==> config.mk <==
export PLATFORM = sky130hd
export DESIGN_NAME = pmod_cls_driver
export DESIGN_NICKNAME = d
export VERILOG_FILES = /design/src/source/cls_pkg.sv /design/src/source/pmod_cls_driver.sv /design/src/source/cls_driver_fsm.sv /design/src/source/cls_fifo_feeder.sv /design/src/source/cls_sequence_loader.sv /design/src/source/cls_boot_timer.sv
export VERILOG_INCLUDE_DIRS = /design/src /design/src/source
export SDC_FILE = /design/constraint.sdc
export NUM_CORES = 1
export LEC_CHECK = 0
export ABC_CLOCK_PERIOD_IN_PS = 6400
export BUFFER_PORTS_ARGS = -buffer_cell sky130_fd_sc_hd__buf_2
export CELL_PAD_IN_SITES_DETAIL_PLACEMENT = 0
export CELL_PAD_IN_SITES_GLOBAL_PLACEMENT = 1
export CORE_MARGIN = 2
export CORE_UTILIZATION = 39
export CTS_CLUSTER_DIAMETER = 30
export CTS_CLUSTER_SIZE = 12
export DETAILED_ROUTE_END_ITERATION = 8
export GPL_TIMING_DRIVEN = 1
export PLACE_DENSITY_LB_ADDON = 0.25
export SLEW_MARGIN = 10
export SYNTH_ARGS = -nofsm -noshare
export SYNTH_HDL_FRONTEND = slang
export SYNTH_SLANG_ARGS = --single-unit
export TNS_END_PERCENT = 50
==> constraint.sdc <==
create_clock -name i_ext_spi_clk_x -period 6.4 [get_ports i_ext_spi_clk_x]
set_clock_uncertainty 0.1 [all_clocks]
set_input_delay 0 -clock i_ext_spi_clk_x [delete_from_list [all_inputs] [get_ports i_ext_spi_clk_x]]
set_output_delay 0 -clock i_ext_spi_clk_x [all_outputs]
set_load 0.01 [all_outputs]
==> src/source/cls_config.svh <==
// widths, sequence lengths, ASCII codes and boot wait for the serial LCD driver
`ifndef CLS_CONFIG_SVH
`define CLS_CONFIG_SVH

// width of one byte on the SPI transmit FIFO
`define CLS_BYTE_W 8
// the cursor-position escape sequence is the longest command
`define CLS_CMD_MAX_BYTES 7
// text characters per display line
`define CLS_LINE_BYTES 16
// a burst holds at most one full text line
`define CLS_BURST_MAX_BYTES 16
// wide enough to count sixteen bytes
`define CLS_LEN_W 5
// 800 ms of clock-enable ticks at 2.5 MHz
`define CLS_BOOT_TICKS 2000000

// ASCII codes used in the display escape sequences
`define CLS_ASCII_ESC 8'h1B
`define CLS_ASCII_BRACKET 8'h5B
`define CLS_ASCII_ZERO 8'h30
`define CLS_ASCII_SEMICOLON 8'h3B
`define CLS_ASCII_CLEAR_CMD 8'h6A
`define CLS_ASCII_CURSOR_CMD 8'h48

`endif
==> src/source/cls_pkg.sv <==
// byte, length and line types, burst and SPI port structs, and the driver enums
`include "cls_config.svh"

package cls_pkg;

    // ------------------------------------------------------------------------
    // plain vectors
    // ------------------------------------------------------------------------

    // one byte as it goes into the transmit FIFO
    typedef logic [`CLS_BYTE_W-1:0] cls_byte_t;
    // a byte count of one burst
    typedef logic [`CLS_LEN_W-1:0] cls_len_t;
    // a full text line, the leftmost character sits in the top byte
    typedef logic [`CLS_LINE_BYTES*`CLS_BYTE_W-1:0] cls_line_t;

    // ------------------------------------------------------------------------
    // grouped signals
    // ------------------------------------------------------------------------

    // bytes are left-aligned so the first byte sent is the most significant
    typedef struct packed {
        logic [`CLS_BURST_MAX_BYTES*`CLS_BYTE_W-1:0] bytes;
        cls_len_t                                     len;
    } cls_burst_t;

    // the three user commands, clear has the highest priority
    typedef struct packed {
        logic clear;
        logic line1;
        logic line2;
    } cls_cmd_t;

    // transmit side of the request going to the external SPI master
    typedef struct packed {
        cls_byte_t tx_data;
        logic      tx_enqueue;
        cls_len_t  tx_len;
        logic      go_stand;
    } cls_spi_req_t;

    // status coming back from the SPI master
    typedef struct packed {
        logic tx_ready;
        logic spi_idle;
    } cls_spi_stat_t;

    // which of the two loaded bursts is presented to the feeder
    typedef enum logic {PH_CMD, PH_TEXT} cls_phase_t;

    // command sequencing states of the driver
    typedef enum logic [2:0] {
        ST_BOOT, ST_IDLE, ST_LOAD, ST_CMD_RUN, ST_CMD_WAIT, ST_DAT_RUN, ST_DAT_WAIT
    } cls_drv_state_t;

endpackage : cls_pkg

==> src/source/pmod_cls_driver.sv <==
// top level of the serial LCD driver, wiring boot timer, loader, feeder and FSM
`timescale 1ns/1ps
`include "cls_config.svh"

module pmod_cls_driver
    import cls_pkg::*;
#(
    parameter int P_BOOT_TICKS = `CLS_BOOT_TICKS
) (
    input  logic          i_ext_spi_clk_x,
    input  logic          i_srst,
    input  logic          i_spi_ce_4x,
    // user command interface
    output logic          o_command_ready,
    input  cls_cmd_t      i_cmd,
    input  cls_line_t     i_text_line1,
    input  cls_line_t     i_text_line2,
    // transmit side of the external SPI master
    output cls_spi_req_t  o_spi_req,
    input  cls_spi_stat_t i_spi_stat
);

    // ------------------------------------------------------------------------
    // internal wiring
    // ------------------------------------------------------------------------

    logic       boot_done;
    logic       load;
    logic       start;
    logic       feed_done;
    logic       has_text;
    cls_phase_t phase;
    cls_burst_t burst;

    cls_boot_timer #(
        .P_BOOT_TICKS (P_BOOT_TICKS)
    ) u_boot_timer (
        .i_ext_spi_clk_x (i_ext_spi_clk_x),
        .i_srst          (i_srst),
        .i_spi_ce_4x     (i_spi_ce_4x),
        .o_boot_done     (boot_done)
    );

    cls_driver_fsm u_driver_fsm (
        .i_ext_spi_clk_x (i_ext_spi_clk_x),
        .i_srst          (i_srst),
        .i_spi_ce_4x     (i_spi_ce_4x),
        .i_boot_done     (boot_done),
        .i_feed_done     (feed_done),
        .i_has_text      (has_text),
        .i_cmd           (i_cmd),
        .i_spi_stat      (i_spi_stat),
        .o_command_ready (o_command_ready),
        .o_load          (load),
        .o_start         (start),
        .o_phase         (phase)
    );

    cls_sequence_loader u_sequence_loader (
        .i_ext_spi_clk_x (i_ext_spi_clk_x),
        .i_srst          (i_srst),
        .i_spi_ce_4x     (i_spi_ce_4x),
        .i_load          (load),
        .i_cmd           (i_cmd),
        .i_text_line1    (i_text_line1),
        .i_text_line2    (i_text_line2),
        .i_phase         (phase),
        .o_burst         (burst),
        .o_has_text      (has_text)
    );

    cls_fifo_feeder u_fifo_feeder (
        .i_ext_spi_clk_x (i_ext_spi_clk_x),
        .i_srst          (i_srst),
        .i_spi_ce_4x     (i_spi_ce_4x),
        .i_start         (start),
        .i_burst         (burst),
        .i_spi_stat      (i_spi_stat),
        .o_spi_req       (o_spi_req),
        .o_done          (feed_done)
    );

endmodule : pmod_cls_driver

==> src/source/cls_driver_fsm.sv <==
// command FSM for boot wait, command acceptance, the two bursts and the SPI idle waits
`timescale 1ns/1ps

module cls_driver_fsm
    import cls_pkg::*;
(
    input  logic          i_ext_spi_clk_x,
    input  logic          i_srst,
    input  logic          i_spi_ce_4x,
    input  logic          i_boot_done,
    input  logic          i_feed_done,
    input  logic          i_has_text,
    input  cls_cmd_t      i_cmd,
    input  cls_spi_stat_t i_spi_stat,
    output logic          o_command_ready,
    output logic          o_load,
    output logic          o_start,
    output cls_phase_t    o_phase
);

    cls_drv_state_t state;
    cls_drv_state_t state_nx;

    // state only advances on the clock-enable tick
    always_ff @(posedge i_ext_spi_clk_x) begin
        if (i_srst) begin
            state <= ST_BOOT;
        end else if (i_spi_ce_4x) begin
            state <= state_nx;
        end
    end

    // ------------------------------------------------------------------------
    // next state
    // ------------------------------------------------------------------------

    always_comb begin
        state_nx = state;
        case (state)
            ST_BOOT: begin
                if (i_boot_done) begin
                    state_nx = ST_IDLE;
                end
            end
            // any command bit is an acceptance, the loader sorts out priority
            ST_IDLE: begin
                if (|i_cmd) begin
                    state_nx = ST_LOAD;
                end
            end
            ST_LOAD: state_nx = ST_CMD_RUN;
            ST_CMD_RUN: begin
                if (i_feed_done) begin
                    state_nx = ST_CMD_WAIT;
                end
            end
            // a clear has no text, so it goes straight back to idle
            ST_CMD_WAIT: begin
                if (i_spi_stat.spi_idle) begin
                    state_nx = i_has_text ? ST_DAT_RUN : ST_IDLE;
                end
            end
            ST_DAT_RUN: begin
                if (i_feed_done) begin
                    state_nx = ST_DAT_WAIT;
                end
            end
            ST_DAT_WAIT: begin
                if (i_spi_stat.spi_idle) begin
                    state_nx = ST_IDLE;
                end
            end
            default: state_nx = ST_BOOT;
        endcase
    end

    // ------------------------------------------------------------------------
    // outputs
    // ------------------------------------------------------------------------

    assign o_command_ready = (state == ST_IDLE);
    // load fires on the acceptance tick so command and text are sampled together
    assign o_load = (state == ST_IDLE) && (|i_cmd);
    // start is raised on the tick that enters a run state
    assign o_start = (state == ST_LOAD) ||
                     ((state == ST_CMD_WAIT) && i_spi_stat.spi_idle && i_has_text);

    // the text burst is selected from the command wait on, which is where the
    // feeder latches it for the second run
    always_comb begin
        case (state)
            ST_CMD_WAIT, ST_DAT_RUN, ST_DAT_WAIT: o_phase = PH_TEXT;
            default: o_phase = PH_CMD;
        endcase
    end

    a_boot_exit : assert property (@(posedge i_ext_spi_clk_x) disable iff (i_srst)
        (state == ST_BOOT) ##1 (state != ST_BOOT) |-> $past(i_boot_done));

endmodule : cls_driver_fsm

==> src/source/cls_fifo_feeder.sv <==
// byte streamer that loads one burst into the SPI transmit FIFO and starts the transfer
`timescale 1ns/1ps
`include "cls_config.svh"

module cls_fifo_feeder
    import cls_pkg::*;
(
    input  logic          i_ext_spi_clk_x,
    input  logic          i_srst,
    input  logic          i_spi_ce_4x,
    input  logic          i_start,
    input  cls_burst_t    i_burst,
    input  cls_spi_stat_t i_spi_stat,
    output cls_spi_req_t  o_spi_req,
    output logic          o_done
);

    localparam int lp_burst_w = `CLS_BURST_MAX_BYTES * `CLS_BYTE_W;

    logic [lp_burst_w-1:0] shift_bytes;
    cls_len_t              remain;
    cls_len_t              burst_len;
    logic                  active;
    logic                  accept;
    logic                  last;

    // ------------------------------------------------------------------------
    // handshake with the transmit FIFO
    // ------------------------------------------------------------------------

    // a byte moves only on a clock-enable tick with room in the FIFO
    assign accept = active && i_spi_ce_4x && i_spi_stat.tx_ready;
    assign last   = (remain == cls_len_t'(1));

    // control state, the byte count is also held for tx_len through the burst
    always_ff @(posedge i_ext_spi_clk_x) begin
        if (i_srst) begin
            active    <= 1'b0;
            remain    <= '0;
            burst_len <= '0;
        end else if (i_spi_ce_4x) begin
            if (i_start) begin
                active    <= (i_burst.len != '0);
                remain    <= i_burst.len;
                burst_len <= i_burst.len;
            end else if (accept) begin
                remain <= remain - 1'b1;
                if (last) begin
                    active <= 1'b0;
                end
            end
        end
    end

    // the top byte is always the next one to send, under back-pressure
    // nothing shifts and the same byte waits for the next ready tick
    always_ff @(posedge i_ext_spi_clk_x) begin
        if (i_spi_ce_4x && i_start) begin
            shift_bytes <= i_burst.bytes;
        end else if (accept) begin
            shift_bytes <= shift_bytes << `CLS_BYTE_W;
        end
    end

    // ------------------------------------------------------------------------
    // request outputs
    // ------------------------------------------------------------------------

    always_comb begin
        o_spi_req.tx_data    = active ? shift_bytes[lp_burst_w-1 -: `CLS_BYTE_W] : '0;
        o_spi_req.tx_enqueue = accept;
        o_spi_req.tx_len     = burst_len;
        // go travels with the final byte so the master sees the full burst queued
        o_spi_req.go_stand   = accept && last;
    end

    // the FSM moves on to its wait state on this same tick
    assign o_done = accept && last;

    a_enq_needs_ready : assert property (@(posedge i_ext_spi_clk_x) disable iff (i_srst)
        o_spi_req.tx_enqueue |-> i_spi_stat.tx_ready);

    // the FSM must not restart the feeder while a burst is still streaming,
    // otherwise tx_len would change under the master
    a_no_restart : assert property (@(posedge i_ext_spi_clk_x) disable iff (i_srst)
        active |-> !(i_start && i_spi_ce_4x));

endmodule : cls_fifo_feeder

==> src/source/cls_sequence_loader.sv <==
// escape sequence and text burst registers for the accepted display command
`timescale 1ns/1ps
`include "cls_config.svh"

module cls_sequence_loader
    import cls_pkg::*;
(
    input  logic       i_ext_spi_clk_x,
    input  logic       i_srst,
    input  logic       i_spi_ce_4x,
    input  logic       i_load,
    input  cls_cmd_t   i_cmd,
    input  cls_line_t  i_text_line1,
    input  cls_line_t  i_text_line2,
    input  cls_phase_t i_phase,
    output cls_burst_t o_burst,
    output logic       o_has_text
);

    localparam int lp_clear_bytes = 4;
    // unused low bytes of each sequence are zero filled
    localparam int lp_clear_pad  = (`CLS_BURST_MAX_BYTES - lp_clear_bytes) * `CLS_BYTE_W;
    localparam int lp_cursor_pad = (`CLS_BURST_MAX_BYTES - `CLS_CMD_MAX_BYTES) * `CLS_BYTE_W;

    logic [`CLS_BURST_MAX_BYTES*`CLS_BYTE_W-1:0] cmd_bytes;
    cls_len_t                                     cmd_len;
    cls_line_t                                    text_bytes;
    cls_len_t                                     text_len;
    cls_byte_t                                    row_char;

    // row digit of the cursor sequence, '0' for line 1 and '1' for line 2
    assign row_char = i_cmd.line1 ? `CLS_ASCII_ZERO : (`CLS_ASCII_ZERO + cls_byte_t'(1));

    // byte counts decide how much is sent, a zero text count means no text burst
    always_ff @(posedge i_ext_spi_clk_x) begin
        if (i_srst) begin
            cmd_len  <= '0;
            text_len <= '0;
        end else if (i_spi_ce_4x && i_load) begin
            if (i_cmd.clear) begin
                cmd_len  <= cls_len_t'(lp_clear_bytes);
                text_len <= '0;
            end else begin
                cmd_len  <= cls_len_t'(`CLS_CMD_MAX_BYTES);
                text_len <= cls_len_t'(`CLS_LINE_BYTES);
            end
        end
    end

    // the load strobe comes on the acceptance tick, so the text is frozen here
    // and later changes on the text inputs cannot reach the display
    always_ff @(posedge i_ext_spi_clk_x) begin
        if (i_spi_ce_4x && i_load) begin
            if (i_cmd.clear) begin
                cmd_bytes <= {`CLS_ASCII_ESC, `CLS_ASCII_BRACKET, `CLS_ASCII_ZERO,
                              `CLS_ASCII_CLEAR_CMD, {lp_clear_pad{1'b0}}};
            end else begin
                cmd_bytes <= {`CLS_ASCII_ESC, `CLS_ASCII_BRACKET, row_char,
                              `CLS_ASCII_SEMICOLON, `CLS_ASCII_ZERO, `CLS_ASCII_ZERO,
                              `CLS_ASCII_CURSOR_CMD, {lp_cursor_pad{1'b0}}};
            end
            // on a clear the text is captured too but its count stays zero
            text_bytes <= i_cmd.line1 ? i_text_line1 : i_text_line2;
        end
    end

    // the FSM phase picks which burst the feeder latches on its next start
    always_comb begin
        if (i_phase == PH_TEXT) begin
            o_burst.bytes = text_bytes;
            o_burst.len   = text_len;
        end else begin
            o_burst.bytes = cmd_bytes;
            o_burst.len   = cmd_len;
        end
    end

    assign o_has_text = (text_len != '0);

endmodule : cls_sequence_loader

==> src/source/cls_boot_timer.sv <==
// boot wait counter that flags when the display controller is ready for commands
`timescale 1ns/1ps
`include "cls_config.svh"

module cls_boot_timer #(
    parameter int P_BOOT_TICKS = `CLS_BOOT_TICKS
) (
    input  logic i_ext_spi_clk_x,
    input  logic i_srst,
    input  logic i_spi_ce_4x,
    output logic o_boot_done
);

    // one spare count keeps the width valid for a single-tick wait
    localparam int lp_cnt_w = $clog2(P_BOOT_TICKS + 1);
    typedef logic [lp_cnt_w-1:0] boot_cnt_t;
    localparam boot_cnt_t lp_last = boot_cnt_t'(P_BOOT_TICKS - 1);

    boot_cnt_t tick_cnt;

    // the counter stops once the wait has passed, so the flag stays high
    // until the next reset
    always_ff @(posedge i_ext_spi_clk_x) begin
        if (i_srst) begin
            tick_cnt    <= '0;
            o_boot_done <= 1'b0;
        end else if (i_spi_ce_4x && !o_boot_done) begin
            if (tick_cnt == lp_last) begin
                o_boot_done <= 1'b1;
            end else begin
                tick_cnt <= tick_cnt + 1'b1;
            end
        end
    end

    // the driver FSM relies on boot_done staying set once it has left ST_BOOT
    a_boot_done_sticky : assert property (@(posedge i_ext_spi_clk_x) disable iff (i_srst)
        o_boot_done |=> o_boot_done);

endmodule : cls_boot_timer

# Yosys cells after proc, flatten, opt, wreduce, memory -nomap -nowiden
# Cells that the tools add are included.
# totals
out_inout_bits,16
reg_bits,427
inputBits,264
# classes
reduce_logical,25
addsub,2
n_mux,23
n_eq_ne,14
bitwise,1
# ops
operator,n
$mux 128,3
$mux 133,1
$mux 103,1
$add 21x1->21 const B,1
$eq 21x21->1 const B,1
$mux 3,7
$pmux 3 s7,1
$mux 5,3
$ne 2x2->1 const B,5
$reduce_bool 5->1,2
$eq 3x3->1 const B,3
$logic_and 1x1->1,9
$mux 8,1
$reduce_and 2->1,4
$reduce_and 7->1,1
$eq 3x2->1 const B,2
$reduce_bool 2->1,3
$reduce_or 3->1,2
$eq 5x1->1 const B,1
$mux 1,5
$sub 5x1->5 const B,1
$eq 3x1->1 const B,1
$logic_not 3->1,1
$reduce_and 3->1,1
other kinds (5),5

# Depth between registers and ports, before layout
# Gate-level depths: netlist of the first run.
# depth
depth_word,6
ltp_mapped,9

# Cells and area by module
# From an unflattened synthesis of the first run, not the netlist that was laid out.
# unflattened
hier_cells,1207
hier_area_um2,13965.9
# modules_own_cells
mod,cells_each,area_each_um2,instances
cls_sequence_loader,440,6533.8,1
cls_fifo_feeder,613,6052.1,1
cls_boot_timer,120,1093.5,1
cls_driver_fsm,34,286.5,1

# Least setup slack after synthesis of the first run
# OpenSTA, ideal clock, no wires.
# synth_timing
path_kind,register -> register
start,register u_driver_fsm.state[0]
end,"register u_sequence_loader.cmd_bytes[100], enable pin"
slack_ns,-0.725
path_stages_with_launch,5
arrival_ns,6.400
path_cell_list,dfxtp_1 > buf_2 > nor3b_2 > nand2_1 > nor2_1
# synth_via
elab_chain_len,3
# synth_lines
element,line,source
start: declaration,cls_driver_fsm.sv:21,cls_drv_state_t state;
start signal: assignment,cls_driver_fsm.sv:29,state <= state_nx;
$eq 3x1->1,n/a,
via o_command_ready,pmod_cls_driver.sv:14,"output logic o_command_ready,"
$logic_and 1x1->1,cls_driver_fsm.sv:83,assign o_load = (state == ST_IDLE) && (|i_cmd);
$logic_and 1x1->1,cls_sequence_loader.sv:53,if (i_spi_ce_4x && i_load) begin
end signal: assignment,cls_sequence_loader.sv:55,"cmd_bytes <= {`CLS_ASCII_ESC, `CLS_ASCII_BRACKET, `CLS_ASCII_ZERO,"
end signal: assignment,cls_sequence_loader.sv:58,"cmd_bytes <= {`CLS_ASCII_ESC, `CLS_ASCII_BRACKET, row_char,"
end: declaration,cls_sequence_loader.sv:25,logic [`CLS_BURST_MAX_BYTES*`CLS_BYTE_W-1:0] cmd_bytes;
# The timed path passes the listed nets, and every way through them passes these cells.
# A chain may end at the register's enable or synchronous reset.

# Final worst setup path of the first run
# layout_timing
start,register u_driver_fsm.state[2]
end,"register u_fifo_feeder.shift_bytes[93], enable pin"
# layout_via
elab_chain_len,6
# layout_lines
element,line,source
$eq 3x3->1,cls_driver_fsm.sv:86,((state == ST_CMD_WAIT) && i_spi_stat.spi_idle && i_has_text);
$logic_and 1x1->1 (2 in series),cls_driver_fsm.sv:86,
$logic_or 1x1->1 (*),cls_driver_fsm.sv:85,assign o_start = (state == ST_LOAD) ||
$logic_and 1x1->1 (*),cls_fifo_feeder.sv:58,if (i_spi_ce_4x && i_start) begin
$reduce_bool 2->1 (no source line) (*),n/a,
end signal: assignment,cls_fifo_feeder.sv:59,shift_bytes <= i_burst.bytes;
end signal: assignment,cls_fifo_feeder.sv:61,shift_bytes <= shift_bytes << `CLS_BYTE_W;
end: declaration,cls_fifo_feeder.sv:20,logic [lp_burst_w-1:0] shift_bytes;
# Mark *: on every way between the ends. The rest lies on a longest branch, timed or not.

==> key figures, run 1 <==
Status
  – Run status: complete, no violations

Critical path
  – Req. time, crit path: 6.45 ns
  – CP Launch Type: register
  – CP Buf/Inv Count: 2
  – Crit path kind: reg -> reg
  – Crit-path cells: nand4b_4 -> nor2_1 -> o31ai_1 -> inv_6 -> buf_4
  – Worst R2R End: u_fifo_feeder.shift_bytes[93]
  – CP peak stage delay: 0.75 ns
  – R2R depth: 5
  – Crit-path slowest cell: buf_4
  – Critical path arrival: 3.49 ns
  – Flop-to-flop setup slack: 2.96 ns
  – Reg2reg start: u_driver_fsm.state[2]
  – CP top delay family: buffers and inverters
  – CP max FO: 73
  – Worst setup EP type: register

Logic synthesis
  – Sequential element share of the synthesized area: 0.647
  – Syn Std Cell Area: 0.0131 mm2
  – Synth Flop Type: edfxtp_1
  – Gate Count Post-Synth: 1058
  – Synth cell count leaders: 259 x edfxtp_1, 251 x nand2_1, 128 x mux2_2
  – Number of synthesized flops with an enable pin: 259
  – Synth top area cells: edfxtp_1 59%, mux2_2 11%, nand2_1 7.2%
  – Share of the synthesized area in the top cell type: 0.592
  – Post-synthesis async set-or-reset flop share: 0
  – Largest area contributor in the netlist: edfxtp_1
  – Unique cell type count in the Yosys netlist: 56
  – Synth Net Count: 1325
  – Top-count cell post-synth: edfxtp_1
  – Syn avg cell area: 12.4 um2
  – Synth Register Bits: 295
  – Synth Warn #: 0

Place
  – DP Area: 0.0148 mm2
  – PortBufs: 278
  – DP HPWL: 17.5 mm
  – Placed cell count: 1716
  – RD Place Congestion: 0.767
  – Placement Setup Slack: 2.94 ns

Layout
  – Area growth, synth to finish: 49.5%
  – Final Instance Count excl. Fillers: 2098
  – Nets: 1864
  – Final instance area: 0.0196 mm2
  – Final Util: 0.588
  – Layout cells sized above 1: 0.328

Worst hold path
  – Hold Crit Start: i_spi_stat[1]
  – Worst Hold Class: in -> reg
  – Worst Hold Depth: 5
  – Hold worst-path end: u_fifo_feeder.remain[3]

Pwr
  – P_leak: 7.90 nW
  – Pwr/cell area: 290 mW/mm2
  – Peak supply drop: 0.000182 V
  – Final Total Pwr: 5.69 mW

Clocking
  – CTS Buf Count: 66
  – Clk slew on worst S/H paths: 0.04 ns
  – Clk_lat worst skew: 0.55 ns
  – H-tree depth: 3
  – Root Driver: clkbuf_16
  – CTS tree: done
  – Deepest clock path buffer count: 3
  – CTS resizes: 0
  – CTS Sinks: 295

Route
  – WL/cell: 15.1 um
  – Final wirelength: 31.7 mm
  – Drt first pass iters: 5
  – DRT iter0 DRCs: 603
  – DR vias: 9987
  – DR vias/cell: 4.76
  – Final ANT Viol Nets: 0
  – DRC: 0

Timing
  – Max_slew headroom: 0.250
  – RSZ-0062 raised after global routing: no
  – Final setup TNS: 0 ns
  – Worst setup margin: 2.96 ns
  – Min Hold Slack: 0.0268 ns
  – Slew Viols, Final: 0
  – Tcrit/Tclk final: 0.537
  – FMAX: 291 MHz
  – Hold Fails Final Rpt: 0
  – Final min period: 3.44 ns
  – Least-Margin Pin Slew: 1.13 ns
  – Final Setup Violations: 0

Floorplanning
  – Boundary Pins: 280
  – Die W: 187 um
  – Die Area: 0.0352 mm2
  – Num rows: 67
  – Core area: 0.0334 mm2
  – Initial Utilization: 0.394
  – Die H: 187 um

Global route
  – Largest net degree at the start of global routing: 90
  – Vias in the first global route: 10658
  – GRT overflow: 0
  – First-pass GRT wire length: 51.5 mm
  – All-layer global routing usage: 0.179
  – Initial antenna violation count: 1

Run
  – Max Cap Violations: 0
-- cells by family (layout without fill, tap and decap cells) --
group	Yosys count	after routing	synth area share
xor gates and xnor gates	16	16	0.0107
muxes	130	130	0.111
AOI/OAI and AO/OA	75	75	0.0363
and+or+nand+nor	454	454	0.162
adders and majority gates	3	3	0.00286
DFF	295	295	0.647
buffers and inverters	84	675	0.0288
other	1	2	0.000286
-- layout make-up --
| type | count | area, um2 |
|---|---|---|
| Fill cell | 2798 | 13700 |
| Sequential cell | 295 | 8500 |
| Multi-Input combinational cell | 679 | 4270 |
| Timing Repair Buffer | 546 | 4060 |
| Clock buffer | 75 | 1720 |
| Tap cell | 448 | 561 |
| Clock inverter | 45 | 472 |
| Inverter | 9 | 38.8 |
| Antenna cell | 1 | 2.50 |
-- layout by cell type, fill, tap and decap left out, drive strengths merged, types with 2 or more instances in the layout --
cell type      n
buf          285
o2111ai        5
nor2          30
nor3           9
or3            5
nor2b          5
and3          10
o21ai         30
edfxtp       259
a21oi         20
o211ai         2
mux2         129
nor4           7
clkinv        24
dfxtp         36
and2          12
clkbuf        75
dlygate4sd3  261
nand2        251
or4            2
clkinvlp       6
ha             3
a31oi          3
nand3        103
xor2           9
nand4          7
a211oi         3
nor3b          3
xnor2          7
o31ai          4
inv           18
nand2b         5
nor4b          2
bufinv         6
a311oi         2
-- sequential cells by signal (all words and copies together), names as in the netlist --
register and flops:
u_fifo_feeder.burst_len 3, u_driver_fsm.state 3, u_sequence_loader.text_bytes 128, u_fifo_feeder.remain 5, u_fifo_feeder.active 1, u_sequence_loader.cmd_bytes 3, u_sequence_loader.cmd_len 2, u_boot_timer.o_boot_done 1
u_boot_timer.tick_cnt 21, u_fifo_feeder.shift_bytes 128
-- power by group --
part | internal (mW) | total, mW | switching, mW
registers | 2.09 | 2.09 | 0.00219
clock network | 2.18 | 3.26 | 1.07
logic | 0.246 | 0.344 | 0.0980
total | 4.52 | 5.69 | 1.17
-- worst max-delay path by stage --
stage	from	slack, ns	to	cells after the start
after floorplan	u_driver_fsm.state[0]	1.50	u_sequence_loader.cmd_bytes[100]	4
after global placement	u_driver_fsm.state[2]	3.07	u_fifo_feeder.shift_bytes[99]	5
after detailed placement	u_driver_fsm.state[2]	2.94	u_fifo_feeder.shift_bytes[98]	5
after CTS	u_driver_fsm.state[2]	2.94	u_fifo_feeder.shift_bytes[75]	5
after global routing	u_driver_fsm.state[2]	2.62	u_fifo_feeder.shift_bytes[57]	5
final	u_driver_fsm.state[2]	2.96	u_fifo_feeder.shift_bytes[93]	5
-- timing repair --
| action | 4_1_cts | 5_1_grt |
|---|---|---|
| hold endpoints to repair | 168 | 0 |
| buffers inserted | 0 | 0 |
| hold buffers | 261 | 0 |
-- worst reg2reg max path: stages, from the launching register on --
cell	delay, ns
dfxtp_1	0.56
nand4b_4	0.16
nor2_1	0.54
o31ai_1	0.32
inv_6	0.57
buf_4	0.79
-- layer usage --
metal,part of all wire,vias up,global-route usage,wire (um)
met4,0.025,0,0.0636,804
li1,-,4918,-,-
met1,0.43,4709,0.217,13500
met3,0.050,63,0.0355,1590
met2,0.50,297,0.318,15800
met5,0,-,0,0
Note: power is estimated with default switching activity, not from simulation.
==> inputs of run 2 (changes only) <==
--- a/config.mk
+++ b/config.mk
@@ -6,12 +6,12 @@
 export SDC_FILE = /design/constraint.sdc
 export NUM_CORES = 1
 export LEC_CHECK = 0
-export ABC_CLOCK_PERIOD_IN_PS = 6400
+export ABC_CLOCK_PERIOD_IN_PS = 3600
 export BUFFER_PORTS_ARGS = -buffer_cell sky130_fd_sc_hd__buf_2
 export CELL_PAD_IN_SITES_DETAIL_PLACEMENT = 0
 export CELL_PAD_IN_SITES_GLOBAL_PLACEMENT = 1
 export CORE_MARGIN = 2
-export CORE_UTILIZATION = 39
+export CORE_UTILIZATION = 44
 export CTS_CLUSTER_DIAMETER = 30
 export CTS_CLUSTER_SIZE = 12
 export DETAILED_ROUTE_END_ITERATION = 8
==> constraint.sdc (replaced) <==
create_clock -name i_ext_spi_clk_x -period 3.6 [get_ports i_ext_spi_clk_x]
set_clock_uncertainty 0.1 [all_clocks]
set_input_delay 0 -clock i_ext_spi_clk_x [delete_from_list [all_inputs] [get_ports i_ext_spi_clk_x]]
set_output_delay 0 -clock i_ext_spi_clk_x [all_outputs]
set_load 0.01 [all_outputs]
==> run 2 against run 1 <==
  * Hold slack gained 0.014 ns
  * Die area shrank 11%
  * Flip-flop and latch count stayed put
==> key figures, run 2 (synthesized netlist as in run 1, its figures left out) <==
Timing
  – Final min period: 2.84 ns (was 3.44 ns)
  – Slew Viols, Final: 0 (unchanged)
  – FMAX: 352 MHz (was 291 MHz)
  – Final Setup Violations: 0 (unchanged)
  – Least-Margin Pin Slew: 0.932 ns (was 1.13 ns)
  – Max_slew headroom: 0.378 (was 0.250)
  – Worst setup margin: 0.761 ns (was 2.96 ns)
  – Tcrit/Tclk final: 0.789 (was 0.537)
  – Min Hold Slack: 0.0405 ns (was 0.0268 ns)
  – Hold Fails Final Rpt: 0 (unchanged)
  – RSZ-0062 raised after global routing: no (unchanged)

Critical path
  – Critical path arrival: 3.03 ns (was 3.49 ns)
  – Reg2reg start: u_driver_fsm.state[1] (was u_driver_fsm.state[2])
  – Req. time, crit path: 3.79 ns (was 6.45 ns)
  – CP max FO: 102 (was 73)
  – Worst Setup SP: u_driver_fsm.state[1] (was u_driver_fsm.state[2])
  – Worst setup EP type: register (unchanged)
  – CP Launch Type: register (unchanged)
  – Crit path kind: reg -> reg (unchanged)

Layout
  – Layout cells sized above 1: 0.331 (was 0.328)
  – Commonest non-fill, non-tap cell in the layout: buf_2 (unchanged)
  – Most frequent cells in the layout: 277 x buf_2, 262 x dlygate4sd3_1, 259 x edfxtp_1 (was 277 x buf_2, 261 x dlygate4sd3_1, 259 x edfxtp_1)
  – Top flop regs: u_fifo_feeder.shift_bytes x128, u_sequence_loader.text_bytes x128, u_boot_timer.tick_cnt x21 (unchanged)
  – Nets: 1865 (was 1864)
  – Final instance area: 0.0195 mm2 (was 0.0196 mm2)
  – Antenna Cells: 0 (was 1)
  – Fill cells: 2187 (was 2798)
  – Final Instance Count excl. Fillers: 2039 (was 2098)
  – Area growth, synth to finish: 48.5% (was 49.5%)
  – Final Util: 0.661 (was 0.588)

Pwr
  – Psw: 1.99 mW (was 1.17 mW)
  – Part of the power in combinational logic: 0.062 (was 0.060)
  – Pwr/cell area: 506 mW/mm2 (was 290 mW/mm2)
  – Sequential power share: 0.377 (was 0.368)
  – Switching fraction of total power: 0.202 (was 0.206)
  – Peak supply drop: 0.000428 V (was 0.000182 V)
  – P_leak: 7.87 nW (was 7.90 nW)
  – Internal Power: 7.88 mW (was 4.52 mW)
  – Clock Power Share: 0.561 (was 0.572)

Global route
  – GRT overflow: 0 (unchanged)
  – All-layer global routing usage: 0.198 (was 0.179)
  – Initial antenna violation count: 0 (was 1)
  – First-pass GRT wire length: 49.8 mm (was 51.5 mm)
  – Vias in the first global route: 10268 (was 10658)
  – Largest net degree at the start of global routing: 134 (was 90)

Floorplanning
  – Core area: 0.0295 mm2 (was 0.0334 mm2)
  – Initial Utilization: 0.445 (was 0.394)
  – Die Area: 0.0312 mm2 (was 0.0352 mm2)
  – Boundary Pins: 280 (unchanged)
  – Die W: 177 um (was 187 um)
  – Num rows: 63 (was 67)
  – Die H: 177 um (was 187 um)

Clocking
  – CTS tree: done (unchanged)
  – CTS Sinks: 295 (unchanged)
  – Root Driver: clkbuf_16 (unchanged)
  – Clk_lat worst skew: 0.56 ns (was 0.55 ns)
  – Clk slew on worst S/H paths: 0.04 ns (about the same)
  – Deepest clock path buffer count: 3 (unchanged)
  – H-tree depth: 2 (was 3)
  – CTS Buf Count: 59 (was 66)

Worst hold path
  – Hold Crit Start: i_spi_stat[1] (unchanged)
  – Worst Hold Class: in -> reg (unchanged)

Place
  – Placed cell count: 1665 (was 1716)
  – DP Area: 0.0148 mm2 (about the same)
  – DP HPWL: 17.5 mm (about the same)
  – RD Place Congestion: 0.751 (was 0.767)
  – Placement Setup Slack: 0.727 ns (was 2.94 ns)
  – PortBufs: 278 (unchanged)

Route
  – Drt first pass iters: 5 (unchanged)
  – DR vias/cell: 4.87 (was 4.76)
  – WL/cell: 15.5 um (was 15.1 um)
  – DRT iter0 DRCs: 565 (was 603)
  – Final ANT Viol Nets: 0 (unchanged)
  – Final wirelength: 31.7 mm (about the same)
  – DR vias: 9922 (was 9987)
  – DRC: 0 (unchanged)

Status
  – Run status: complete, no violations (unchanged)

Run
  – Max Cap Violations: 0 (unchanged)
## run 2: changes by cell type in the layout (fill, tap and decap cells not counted), sizes merged
cell and change:
buf +7, bufinv +4, clkbuf -13, clkinv -4, clkinvlp +6, diode -1, dlygate4sd3 +1, inv -1
## run 2: stage by stage
stage	power (mW)	TNS (ns)
after global routing	10.2	0
final	9.86	0
after global placement	4.11	0
after detailed placement	4.11	0
after floorplan	3.94	-56.09
after CTS	9.94	0
## run 2: path summary, 6_finish.rpt
path                                        to  slack, ns  cells after the start
setup reg to reg  u_fifo_feeder.shift_bytes[2]       0.76                      6
hold / removal         u_fifo_feeder.remain[3]       0.04                      5
setup / recovery  u_fifo_feeder.shift_bytes[2]       0.76                      6
hold reg to reg     u_fifo_feeder.burst_len[2]       0.36                      2
## run 2: power by group through the flow
stage	clock [mW]	combinational, mW	sequential (mW)
2_1_floorplan	0	0.160	3.78
3_3_place_gp	0	0.332	3.78
3_5_place_dp	0	0.334	3.78
4_1_cts	5.62	0.603	3.72
5_1_grt	5.79	0.660	3.71
6_report	5.53	0.615	3.72
## run 2: worst max-delay path, stage by stage (launching register included)
cell and delay (ns):
dfxtp_1 0.53, nand4b_4 0.23, nor2_1 0.05, buf_4 0.18, o31ai_1 0.63, inv_6 0.47
buf_4 0.38
## run 2: timing repair
action | CTS | global route
buffers inserted | 0 | 0
endpoints found under the hold margin | 168 | 0
hold buffers | 262 | 0
resized for setup | 0 | 0
## run 2: cell type report
| type | instances | area [um2] | area share |
|---|---|---|---|
| clock buffer | 62 | 1490 | 0.0763 |
| clock inverter | 50 | 568 | 0.0291 |
| inverter | 9 | 38.8 | 0.00199 |
| multi-input combinational | 679 | 4270 | 0.219 |
| sequential | 295 | 8500 | 0.436 |
| tap | 390 | 488 | 0.0250 |
| timing repair buffer | 554 | 4150 | 0.213 |
## run 2: per-layer routing
metal,vias to the layer above,track usage,wire [um]
li1,4924,-,-
met1,4660,0.250,13700
met2,283,0.350,15800
met3,55,0.0363,1680
met4,0,0.0537,551
met5,-,0,0
